--- src/common/sa_config.svh ---
`ifndef SA_CONFIG_SVH
`define SA_CONFIG_SVH

// ------------------------------------------------------------
// array geometry
// ------------------------------------------------------------
`define SA_NUM_ROW      4       // grid rows, one left bank each
`define SA_NUM_COL      4       // grid columns, one top and one result bank each

// ------------------------------------------------------------
// datapath widths
// ------------------------------------------------------------
`define SA_DATA_WIDTH   8       // operand word
`define SA_ACCU_WIDTH   32      // accumulator, wraps on overflow
`define SA_ADDR_WIDTH   4       // bank address

// words per bank
`define SA_BANK_DEPTH   (1 << `SA_ADDR_WIDTH)

`endif

--- src/common/sa_pkg.sv ---
`include "sa_config.svh"

package sa_pkg;

    // ------------------------------------------------------------
    // datapath types
    // ------------------------------------------------------------
    typedef logic [`SA_DATA_WIDTH-1:0] operand_t;   // unsigned operand
    typedef logic [`SA_ACCU_WIDTH-1:0] accum_t;     // unsigned, modulo 2^32
    typedef logic [`SA_ADDR_WIDTH-1:0] addr_t;      // word address in any bank

    // ------------------------------------------------------------
    // host command
    // ------------------------------------------------------------
    // compute streams the start..end range of both operand groups
    // through the grid and adds onto whatever the cells already hold;
    // flush moves the accumulators into the result banks and clears
    // the grid, one row per cycle
    typedef enum logic [0:0]
    {
        SA_CMD_COMPUTE = 1'b0,  // multiply-accumulate pass
        SA_CMD_FLUSH   = 1'b1   // drain results
    } sa_cmd_e;

endpackage

--- src/common/sram_port_if.sv ---
`timescale 1ns/1ns

interface sram_port_if #(
    parameter type payload_t = logic
);
    import sa_pkg::*;

    logic     en;       // access strobe
    logic     we;       // write when high, read when low
    addr_t    addr;
    payload_t wdata;
    payload_t rdata;    // one cycle after a read, held otherwise

    modport master
    (
        output en, we, addr, wdata,
        input  rdata
    );

    modport slave
    (
        input  en, we, addr, wdata,
        output rdata
    );

endinterface

--- src/hdl/sram_bank.sv ---
`timescale 1ns/1ns
`include "sa_config.svh"

module sram_bank #(
    parameter type payload_t = logic
)
(
    input  logic        clk,
    input  logic        rst_n,
    sram_port_if.slave  port
);

    payload_t mem [`SA_BANK_DEPTH];     // storage array

    // write side
    always_ff @(posedge clk)
    begin
        if (port.en && port.we)
        begin
            mem[port.addr] <= port.wdata;
        end
    end

    // registered read, holds between accesses
    always_ff @(posedge clk or negedge rst_n)
    begin
        if (!rst_n)
        begin
            port.rdata <= '0;
        end
        else if (port.en && !port.we)
        begin
            port.rdata <= mem[port.addr];
        end
    end

endmodule

--- src/hdl/operand_feeder.sv ---
`timescale 1ns/1ns
`include "sa_config.svh"

module operand_feeder #(
    parameter int NUM_LANES = 4
)
(
    input  logic                                clk,
    input  logic                                rst_n,
    input  logic                                i_wr_en,
    input  sa_pkg::addr_t                       i_wr_addr,
    input  logic [NUM_LANES*`SA_DATA_WIDTH-1:0] i_wr_data,
    input  logic                                i_rd_en,
    input  sa_pkg::addr_t                       i_rd_addr,
    output sa_pkg::operand_t [NUM_LANES-1:0]    o_operand,
    output logic [NUM_LANES-1:0]                o_valid
);
    import sa_pkg::*;

    logic [NUM_LANES-1:1] skew_en;                  // delayed strobes, lane 1 up
    addr_t                skew_addr [1:NUM_LANES-1];
    logic [NUM_LANES-1:0] lane_en;                  // strobe seen by each bank
    addr_t                lane_addr [NUM_LANES];
    logic                 wr_ok;                    // host write allowed

    // ------------------------------------------------------------
    // skew line, lane k reads k cycles after lane 0
    // ------------------------------------------------------------
    always_ff @(posedge clk or negedge rst_n)
    begin
        if (!rst_n)
        begin
            skew_en <= '0;
            for (int k = 1; k < NUM_LANES; k++)
            begin
                skew_addr[k] <= '0;
            end
        end
        else
        begin
            skew_en[1]   <= i_rd_en;
            skew_addr[1] <= i_rd_addr;
            for (int k = 2; k < NUM_LANES; k++)
            begin
                skew_en[k]   <= skew_en[k-1];
                skew_addr[k] <= skew_addr[k-1];
            end
        end
    end

    // valid follows the bank read by one cycle
    always_ff @(posedge clk or negedge rst_n)
    begin
        if (!rst_n)
        begin
            o_valid <= '0;
        end
        else
        begin
            o_valid <= lane_en;
        end
    end

    assign lane_en = {skew_en, i_rd_en};
    assign wr_ok   = i_wr_en && !(|lane_en);       // reads own the banks

    // ------------------------------------------------------------
    // one bank per lane
    // ------------------------------------------------------------
    for (genvar k = 0; k < NUM_LANES; k++)
    begin : g_lane
        sram_port_if #(.payload_t(operand_t)) bank_if ();

        if (k == 0)
        begin : g_head
            assign lane_addr[k] = i_rd_addr;
        end
        else
        begin : g_tail
            assign lane_addr[k] = skew_addr[k];
        end

        assign bank_if.en    = lane_en[k] || wr_ok;
        assign bank_if.we    = wr_ok;
        assign bank_if.addr  = wr_ok ? i_wr_addr : lane_addr[k];
        assign bank_if.wdata = i_wr_data[k*`SA_DATA_WIDTH +: `SA_DATA_WIDTH];
        assign o_operand[k]  = bank_if.rdata;

        sram_bank #(.payload_t(operand_t)) u_bank
        (
            .clk   (clk),
            .rst_n (rst_n),
            .port  (bank_if.slave)
        );
    end

endmodule

--- config.mk ---
export PLATFORM = sky130hd
export DESIGN_NAME = operand_feeder
export DESIGN_NICKNAME = d
export VERILOG_FILES = /design/src/common/sa_pkg.sv /design/src/common/sram_port_if.sv /design/src/hdl/sram_bank.sv /design/src/hdl/operand_feeder.sv
export VERILOG_INCLUDE_DIRS = /design/src /design/src/common
export SDC_FILE = /design/constraint.sdc
export NUM_CORES = 1
export LEC_CHECK = 0
export ABC_AREA = 0
export CAP_MARGIN = 20
export CELL_PAD_IN_SITES_DETAIL_PLACEMENT = 1
export CELL_PAD_IN_SITES_GLOBAL_PLACEMENT = 1
export CORE_MARGIN = 1.5
export CORE_UTILIZATION = 30
export DETAILED_ROUTE_END_ITERATION = 7
export DONT_BUFFER_PORTS = 1
export PLACE_DENSITY = 0.45
export SYNTH_ARGS = -nofsm -noshare
export SYNTH_HDL_FRONTEND = slang
export SYNTH_SLANG_ARGS = --single-unit
--- constraint.sdc ---
create_clock -name clk -period 5.55 [get_ports clk]
set_input_delay 0.8325 -clock clk [delete_from_list [all_inputs] [get_ports clk]]
set_output_delay 0.8325 -clock clk [all_outputs]
set_load 0.005 [all_outputs]
# == Word level (Yosys, flattened, before mapping) ==
# Memories as Yosys holds them, arrays and structs flattened. A register that Yosys moved wholly into a read port is not among the register bits.
# Cells that the tools add are included.
# word_totals
ff_bits,19
ram_bits,512
in_bits,44
output_inout_bits,36
word_cells,41
n_memories,4
# op_classes
muxes,12
reduce_logical,20
# memory_table
name,depth,word_bits,rd,rd_ports_with_merged_regs,wr,line_no,text
g_lane[0].u_bank.mem,16,8,1,1,1,sram_bank.sv:13,payload_t mem [`SA_BANK_DEPTH];
g_lane[1].u_bank.mem,16,8,1,1,1,sram_bank.sv:13,
g_lane[2].u_bank.mem,16,8,1,1,1,sram_bank.sv:13,
g_lane[3].u_bank.mem,16,8,1,1,1,sram_bank.sv:13,
# ops
op,count
4-bit 2-to-1 mux,4
1-bit logical AND,9
1-bit 2-to-1 mux,8
1-bit logical NOT,6
1-bit logical OR,4
4-bit OR reduction,1

# == Depth between registers and ports, before layout ==
# Gate-level depths: netlist of the first run.
# logic_depth
ltp_word,7
depth_mapped,13
depth_no_buf,7

# == By module ==
# From an unflattened synthesis of the first run, not the netlist that was laid out.
# hier_totals
cells_unflattened,1269
area_unflattened_um2,22315.2
# by_module_without_submodules
module,instances,cells_each,area_per_inst_um2,seq_area_each_um2
sram_bank,4,307,5402.7,4043.9
operand_feeder,1,41,704.4,400.4

# == Least setup slack after synthesis of the first run ==
# Ideal clock, no wire load.
# synth_timing
kind,input port to flip-flop
startpoint,input i_rd_en
endpoint,memory g_lane[0].u_bank.mem[13][0] in the netlist's numbering (enable)
arrival_ps,2962
slack_ps,2205
path_stages,9
path_buffers,5
path_cell_list,buf_2 > nor4b_4 > and3_1 > a21oi_1 > buf_4 > buf_6 > buf_4 > buf_4 > nor3_1
# synth_via
elab_chain_cells,7
word_cells_on_any_way,8
# synth_rtl
item,line_no,text
start: declaration,operand_feeder.sv:13,"input logic i_rd_en,"
4-bit OR reduction,operand_feeder.sv:65,assign wr_ok = i_wr_en && !(|lane_en);
1-bit logical NOT,operand_feeder.sv:65,
1-bit logical AND,operand_feeder.sv:65,
1-bit logical OR,operand_feeder.sv:83,assign bank_if.en = lane_en[k] || wr_ok;
1-bit logical AND,sram_bank.sv:18,if (port.en && port.we)
1-bit 2-to-1 mux,sram_bank.sv:18,
1-bit 2-to-1 mux (not written as such),sram_bank.sv:20,mem[port.addr] <= port.wdata;
end: declaration,sram_bank.sv:13,
# Several ways; a longest one is shown, not always the timed one.

==> results.ini, run 1 <==
[global_route]
grt-ovfl-total = 0
grt_pass1_vias = 12500
grt_util_all_layers = 0.169
antenna_found_initial = 0
grt_start_max_net_pins = 49
grt_busiest_layer = met2
use_met1 = 0.227
grt.met2_usage = 0.285
gr-usage-met3 = 0.0320
grt_pass1_wl_um = 91600

[synthesis]
avgSynthCellArea_um2 = 17.5
ys_types = 56
synthArstFlopShare = 0.0857
ys_ff_latch = 560
syn_inst = 1239
synth_flop_cell = edfxtp_1
syn-num-nets = 1283
yosys_warnings = 0
ys_seq_area_frac = 0.764
synth_edf_count = 512
syn_area_mm2 = 0.0217

[die]
dieArea_mm2 = 0.0739
die_y_um = 272
core_mm2 = 0.0715
rows = 98
dieWidth_um = 272
start_util = 0.303
io_pins = 80

[timing]
relSlewSlack = 0.258
slew_viol_final = 0
finalSetupViolations = 0
hold_violations = 0
fin_crit_sh = 0.712
min_period_ns = 3.95
tightest_slew_ns = 1.11
grt_setup_unrepaired = no
finalSetupTns_ns = 0
fin_skew_ns = 0.0158
clock.fmax_mhz = 253

[outcome]
violations = DRC
status = finished with violations

[run]
cap_violations = 0

[layout]
fillers = 7073
layout-drive-gt1-share = 0.169
final_cell_area_mm2 = 0.0250
fin_nets = 1328
areaGrowthSynthToFinish_pct = 15.4

[placed_design]
hpwlAfterDp_um = 40100
gp_congestion = 0.743
portBuffers = 0
placed_cell_area_mm2 = 0.0229

[setup_path]
required_ns = 6.03
setup.worst_path.class = reg2reg
end_kind = register
crit_fanout = 17
setup.worst_path.start_class = register
cp.arrival_ns = 4.43

[drt]
wirelength_um = 62700
wl_per_cell_um = 27.4
drt_iter0_drc = 992
drc = 4
viasPerCell = 5.15
ant_nets = 0
vias = 11800
drt_first_pass_iters = 8

[clocking]
clockRootBuffer = clkbuf_16
clk_latency_ns = 0.62
cts_buffer_depth = 3
clkTransAtPathRegs_ns = 0.06
cts_sinks = 560
cts_tree = done
cts_buffers = 59
cts-htree-levels = 2
post-cts-setup-buffers = 0

[worst_hold_path]
hold_path.class = in2async

[power_and_ir_drop]
irDropWorstVdd_uv = 236
power_density_mw_per_mm2 = 368
power.leakage_uw = 0.00812

[power by group]
group / switching [uW] / internal (uW)
clock network: 1670 / 2430
registers: 56.6 / 4650
logic: 241 / 153
total: 1970 / 7230
[path summary, 6_finish.rpt]
| check | startpoint | end | slack (ns) | depth (start not counted) |
|---|---|---|---|---|
| min in group clk | i_rd_addr[0] | lane_addr[8] | 0.24 | 0 |
| min reg2reg | lane_addr[5] | lane_addr[1] | 0.42 | 0 |
| min | rst_n | g_lane[2].u_bank.port.rdata[7] | 0.09 | 1 |
| max reg2reg | o_valid[2] | g_lane[2].u_bank.port.rdata[4] | 1.60 | 6 |
| max in group asynchronous | rst_n | g_lane[1].u_bank.port.rdata[7] | 5.15 | 1 |
| max | o_valid[2] | g_lane[2].u_bank.port.rdata[4] | 1.60 | 6 |
[critical path: stages (launching register included)]
cell	delay, ns
dfrtp_1	0.60
or4b_4	0.70
nor2_1	0.49
a21o_1	0.70
mux4_2	0.43
a2111oi_0	0.73
a21oi_1	0.16
[final cells by class]
type | instances | area, um^2 | share of cell area
antenna | 1 | 2.50 | 0.000100
clock buffer | 76 | 1660 | 0.0665
clock inverter | 35 | 359 | 0.0144
inverter | 6 | 22.5 | 0.000900
multi-input combinational | 600 | 4740 | 0.189
sequential | 560 | 16600 | 0.663
tap | 950 | 1190 | 0.0475
timing repair buffer | 57 | 469 | 0.0188
[synth_stat cells, types with 3 or more instances]
cell       instances  area, um^2
o221ai_1           8        70.1
o21ai_2            3        26.3
buf_1              5        18.8
dfrtp_1           48        1200
o31ai_1            7        52.6
a22oi_1           45         338
o22ai_1           50         313
a21o_1             8        60.1
a211o_1            3        26.3
a221oi_1           3        26.3
buf_6             10         113
inv_1              6        22.5
nor2_1            75         282
mux2_1            14         158
mux2_2            29         327
buf_2             17        85.1
o311ai_0           4        35.0
mux2_4            10         150
or3_1              4        25.0
o32a_1            17         170
o21ai_0           18        90.1
nand3_1            7        35.0
mux4_2            15         338
clkbuf_1          34         128
a222oi_1          50         500
mux2i_1           77         771
o22a_1             6        52.6
a2111oi_0          6        52.6
nand2b_1           6        37.5
a21oi_1           32         160
a22o_1             3        26.3
nor3_1            26         130
buf_4              6        45.0
edfxtp_1         512       15400
o21ai_1            4        20.0
a221o_1            3        30.0
nand2_1           36         135
a31oi_1            9        56.3
[stage by stage]
step / instances / power, uW / utilization / hold slack, ns / setup slack (ns)
after global routing: 2284 / 9470 / 0.350 / 0.0852 / 1.44
final: 2285 / 9190 / 0.350 / 0.0926 / 1.60
after global placement: 2164 / 5180 / 0.320 / 0.388 / 0.996
after detailed placement: 2171 / 5180 / 0.321 / 0.404 / 1.29
after CTS: 2283 / 9310 / 0.350 / 0.0729 / 1.35
after floorplan: 1239 / 5030 / - / 0.375 / 2.20
[layout by cell type, fill, tap and decap left out, drive strengths merged, types with 33 or more instances in the layout]
cell type,instances
o22ai,50
mux2,53
a21oi,33
mux2i,77
nor2,77
dfrtp,48
a22oi,45
edfxtp,512
clkbuf,76
nand2,37
a222oi,50
buf,57
[state kept, by name (all words and copies together) (netlist names)]
register	count
g_lane.u_bank.mem	512
g_lane.u_bank.port.rdata	32
lane_addr	12
o_valid	4
[timing repair]
item / in CTS / in global routing
hold endpoints to repair: 48 / 0
hold buffers: 1 / 0
resized for setup: 0 / 0
[metal layers]
metal | up-vias | part of all wire
met2 | 231 | 0.49
met4 | 0 | 0.017
met1 | 6247 | 0.45
li1 | 5207 | -
met5 | - | 0
met3 | 76 | 0.047
[logic make-up (layout without fill, tap and decap cells)]
kind of cell           count (synthesis)  count (layout)  synth area share
and+or+nand+nor                      169             169            0.0357
AOI/OAI and AO/OA                    286             286            0.0999
other                                  0               1                 0
buffers and inverters                 79             174            0.0197
DFF                                  560             560             0.764
muxes                                145             145            0.0804
Power figures use the tool's default switching activity.
==> run 2: changes to the inputs <==
--- a/config.mk
+++ b/config.mk
@@ -14,7 +14,7 @@
 export CORE_UTILIZATION = 30
 export DETAILED_ROUTE_END_ITERATION = 7
 export DONT_BUFFER_PORTS = 1
-export PLACE_DENSITY = 0.45
+export PLACE_DENSITY = 0.47
 export SYNTH_ARGS = -nofsm -noshare
 export SYNTH_HDL_FRONTEND = slang
 export SYNTH_SLANG_ARGS = --single-unit
==> constraint.sdc (replaced) <==
create_clock -name clk -period 3.4 [get_ports clk]
set_input_delay 0.51 -clock clk [delete_from_list [all_inputs] [get_ports clk]]
set_output_delay 0.51 -clock clk [all_outputs]
set_load 0.005 [all_outputs]
==> results.ini, run 2 (synthesized netlist as in run 1, its figures left out) <==
[layout]
layout_common_cells = 512 x edfxtp_1, 109 x buf_4, 77 x mux2i_1
fillers = 7102
final_common_cell = edfxtp_1
fin_nets = 1439
regMostFlops = g_lane.u_bank.mem
areaGrowthSynthToFinish_pct = 19.8
layout-drive-gt1-share = 0.190
largest_reg_flops = 512
final_cell_area_mm2 = 0.0260

[global_route]
grt_pass1_wl_um = 93200
grt_pass1_vias = 13100
grt-ovfl-total = 0
grt_start_max_net_pins = 49
grt_util_all_layers = 0.173
antenna_found_initial = 2

[setup_path]
crit_fanout = 17
cp.arrival_ns = 3.74
slowest_stage = a222oi_1
path_common_cell = buf_4
rr_endpoint = g_lane[1].u_bank.port.rdata[0]
setup.worst_path.start_class = register
end_kind = register
max_stage_delay_ns = 0.45
setup.worst_path.class = reg2reg
cp-startpoint = o_valid[0]
crit_chain = nor4b_4 > buf_4 > and3_1 > a21o_1 > buf_4 > mux2_2 > a222oi_1 > o22ai_1 > o32a_1
worstReg2RegStart = o_valid[0]
required_ns = 3.86
rr_worst_depth = 9
critPathCapture = g_lane[1].u_bank.port.rdata[0]
reg2reg_slack_ns = 0.13

[clocking]
cts-htree-levels = 3
clockRootBuffer = clkbuf_16
cts_buffer_depth = 3
post-cts-setup-buffers = 0
clk_latency_ns = 0.59
clkTransAtPathRegs_ns = 0.06
cts_buffers = 66
cts_tree = done
cts_sinks = 560

[timing]
tightest_slew_ns = 1.08
min_period_ns = 3.27
slew_viol_final = 0
finalSetupViolations = 0
grt_setup_unrepaired = no
relSlewSlack = 0.279
finalSetupTns_ns = 0
hold_violations = 0
fin_crit_sh = 0.963
clock.fmax_mhz = 306
fin_skew_ns = 0.0310

[drt]
wl_per_cell_um = 26.5
ant_nets = 0
drc = 0
viasPerCell = 5.10
drt_iter0_drc = 1022
vias = 12200
drt_first_pass_iters = 5
wirelength_um = 63400

[outcome]
status = completed

[die]
core_mm2 = 0.0715
dieArea_mm2 = 0.0739
io_pins = 80
die_y_um = 272
start_util = 0.303
rows = 98
dieWidth_um = 272

[placed_design]
placed_cell_area_mm2 = 0.0234
hpwlAfterDp_um = 39900
portBuffers = 0
gp_congestion = 0.760

[power_and_ir_drop]
power.leakage_uw = 0.00862
irDropWorstVdd_uv = 272
power_density_mw_per_mm2 = 585

[run]
cap_violations = 0

[worst_hold_path]
min-delay-start = i_wr_data[29]
hold_path.class = in2reg

==> run 2: power by group <==
group / switching [uW] / internal, uW
Combinational: 491 / 315
Sequential: 85.9 / 7590
Clock: 2740 / 3990
Total: 3310 / 11900
==> run 2: critical path: cells and delay by family, from the launching register on <==
kind | cells | cell delay [ns]
AO/OA/AOI/OAI | 4 | 1.13
buffers and inverters | 2 | 0.50
flip-flops | 1 | 0.44
multiplexers | 1 | 0.38
AND/OR/NAND/NOR | 2 | 0.69
==> run 2: stage by stage <==
step                setup WS, ns  total power, uW  cells  utilization  hold slack [ns]
finish                     0.127            15200   2396        0.364           0.0320
global route              0.0313            15700   2394        0.363          0.00672
CTS                        0.121            15400   2392        0.363         0.000431
detailed placement         0.131             8490   2229        0.328            0.216
global placement           0.153             8490   2229        0.328            0.217
floorplan                  0.377             8220   1239            -            0.214
==> run 2: worst min-delay path by stage <==
| stage | cells past startpoint | end | slack (ns) |
|---|---|---|---|
| detailed placement | 0 | g_lane[3].u_bank.port.rdata[4] | 0.22 |
| CTS | 0 | g_lane[3].u_bank.mem[10][5] | 0.0004 |
| global placement | 0 | g_lane[3].u_bank.port.rdata[4] | 0.22 |
| global route | 0 | g_lane[3].u_bank.mem[10][2] | 0.007 |
| floorplan | 0 | g_lane[0].u_bank.port.rdata[0] | 0.21 |
| finish | 0 | g_lane[3].u_bank.mem[4][5] | 0.03 |
==> run 2: final cells by class <==
type | instances | area (um^2) | area share
Inverter | 6 | 22.5 | 0.000867
Multi-Input combinational cell | 600 | 4730 | 0.182
Clock inverter | 26 | 218 | 0.00838
Clock buffer | 91 | 1830 | 0.0703
Timing Repair Buffer | 161 | 1420 | 0.0545
Antenna cell | 2 | 5.00 | 0.000193
Sequential cell | 560 | 16600 | 0.638
Tap cell | 950 | 1190 | 0.0457
==> run 2: routing by layer <==
| metal | wire length [um] | global-route usage |
|---|---|---|
| met1 | 27900 | 0.227 |
| met2 | 31100 | 0.289 |
| met3 | 2930 | 0.0339 |
| met4 | 1390 | 0.0519 |
| met5 | 13 | 0 |
==> run 2: what timing repair did <==
action | CTS | global route
setup endpoints to repair | 0 | 0
endpoints found under the hold margin | 465 | 0
gates resized for setup | 0 | 0
hold buffers | 46 | 0
==> run 3: changes to the inputs <==
--- a/config.mk
+++ b/config.mk
@@ -9,12 +9,12 @@
 export ABC_AREA = 0
 export CAP_MARGIN = 20
 export CELL_PAD_IN_SITES_DETAIL_PLACEMENT = 1
-export CELL_PAD_IN_SITES_GLOBAL_PLACEMENT = 1
+export CELL_PAD_IN_SITES_GLOBAL_PLACEMENT = 2
 export CORE_MARGIN = 1.5
 export CORE_UTILIZATION = 30
 export DETAILED_ROUTE_END_ITERATION = 7
 export DONT_BUFFER_PORTS = 1
-export PLACE_DENSITY = 0.47
+export PLACE_DENSITY = 0.52
 export SYNTH_ARGS = -nofsm -noshare
 export SYNTH_HDL_FRONTEND = slang
 export SYNTH_SLANG_ARGS = --single-unit
==> results.ini, run 3 (synthesized netlist as in run 1, its figures left out) <==
[setup_path]
required_ns = 3.96
end_kind = register
crit_fanout = 20
cp.arrival_ns = 3.79
setup.worst_path.start_class = register
setup.worst_path.class = reg2reg

[die]
start_util = 0.303
dieWidth_um = 272
rows = 98
die_y_um = 272
io_pins = 80
dieArea_mm2 = 0.0739
core_mm2 = 0.0715

[layout]
final_common_cell = edfxtp_1
regMostFlops = g_lane.u_bank.mem
fin_cells = 2385
final-seq-area_mm2 = 0.0166
fillers = 7095
multiInputGateArea_mm2 = 0.00473
layout_common_cells = 512 x edfxtp_1, 108 x buf_4, 77 x mux2i_1
layout-drive-gt1-share = 0.193
areaGrowthSynthToFinish_pct = 19.3
fin_nets = 1429
largest_reg_flops = 512

[drt]
drc = 0
wl_per_cell_um = 26.8
vias = 12200
drt_iter0_drc = 823
drt_first_pass_iters = 8
viasPerCell = 5.13
wirelength_um = 63800
ant_nets = 0

[placed_design]
portBuffers = 0
gp_congestion = 0.728
hpwlAfterDp_um = 40400
dp_cells = 2232

[global_route]
grt_pass1_wl_um = 93400
antenna_found_initial = 2
grt_util_all_layers = 0.173
grt_pass1_vias = 13100
grt_start_max_net_pins = 49
grt-ovfl-total = 0

[timing]
tightest_slew_ns = 1.07
hold_violations = 0
fin_skew_ns = 0.0291
min_period_ns = 3.23
slew_viol_final = 0
finalSetupTns_ns = 0
fin_crit_sh = 0.951
clock.fmax_mhz = 309
relSlewSlack = 0.285
finalSetupViolations = 0
grt_setup_unrepaired = no

[power_and_ir_drop]
irDropWorstVdd_uv = 336
power.leakage_uw = 0.00858
power_density_mw_per_mm2 = 579

[clocking]
cts_buffers = 60
clockRootBuffer = clkbuf_16
cts_tree = done
cts_buffer_depth = 3
clkTransAtPathRegs_ns = 0.06
cts_sinks = 560
cts_resized = 0
clk_latency_ns = 0.62
cts-htree-levels = 2

[outcome]
status = completed

[worst_hold_path]
hold_path.class = in2reg

[run]
cap_violations = 0

## run 3: power breakdown
group	total, uW	switching, uW	internal, uW
sequential	7670	87.2	7590
clock	6510	2670	3840
combinational	815	505	310
total	15000	3260	11700
## run 3: worst max-delay path, stage by stage, from the launching register on
cell and delay [ns]:
dfrtp_1 0.42, buf_4 0.17, or4b_4 0.58, nor2_2 0.16
buf_12 0.20, and3_1 0.37, a31oi_1 0.27, o311ai_0 0.74
o32a_1 0.25
## run 3: repair_timing
action / 4_1_cts / 5_1_grt
hold buffers: 40 / 0
setup buffers: 0 / 0
hold endpoints to repair: 571 / 0
## run 3: layout make-up
class	instances	area share
Sequential cell	560	0.640
Clock buffer	75	0.0618
Antenna cell	1	0.0000967
Inverter	6	0.000870
Timing Repair Buffer	157	0.0544
Tap cell	950	0.0459
Clock inverter	36	0.0136
Multi-Input combinational cell	600	0.183
## run 3: routing by layer
| layer | wire length (um) | vias up | global-route usage |
|---|---|---|---|
| met2 | 30900 | 242 | 0.285 |
| met1 | 28400 | 6486 | 0.233 |
| li1 | - | 5417 | - |
| met3 | 3290 | 90 | 0.0354 |
| met4 | 1300 | 0 | 0.0423 |
| met5 | 0 | - | 0 |
## run 3: final timing paths
kind | slack, ns | endpoint | cells after the start | start
min reg2reg | 0.43 | lane_addr[1] | 0 | lane_addr[5]
max | 0.17 | g_lane[0].u_bank.port.rdata[2] | 8 | o_valid[0]
max in group asynchronous | 2.60 | g_lane[1].u_bank.port.rdata[4] | 2 | rst_n
max reg2reg | 0.17 | g_lane[0].u_bank.port.rdata[2] | 8 | o_valid[0]
min | 0.05 | g_lane[0].u_bank.port.rdata[5] | 1 | i_rd_en
min in group asynchronous | 0.45 | g_lane[3].u_bank.port.rdata[7] | 2 | rst_n
## run 3: per-stage QoR
stage | setup slack [ns] | instance area, um^2 | hold slack, ns | total power, uW | util
after floorplan | 0.377 | 21700 | 0.214 | 8220 | -
after global placement | 0.214 | 23500 | 0.218 | 8490 | 0.328
after detailed placement | 0.176 | 23500 | 0.217 | 8500 | 0.329
after CTS | 0.159 | 25900 | 0.00419 | 15200 | 0.362
after global routing | 0.0341 | 25900 | 0.0325 | 15500 | 0.362
final | 0.166 | 25900 | 0.0452 | 15000 | 0.362
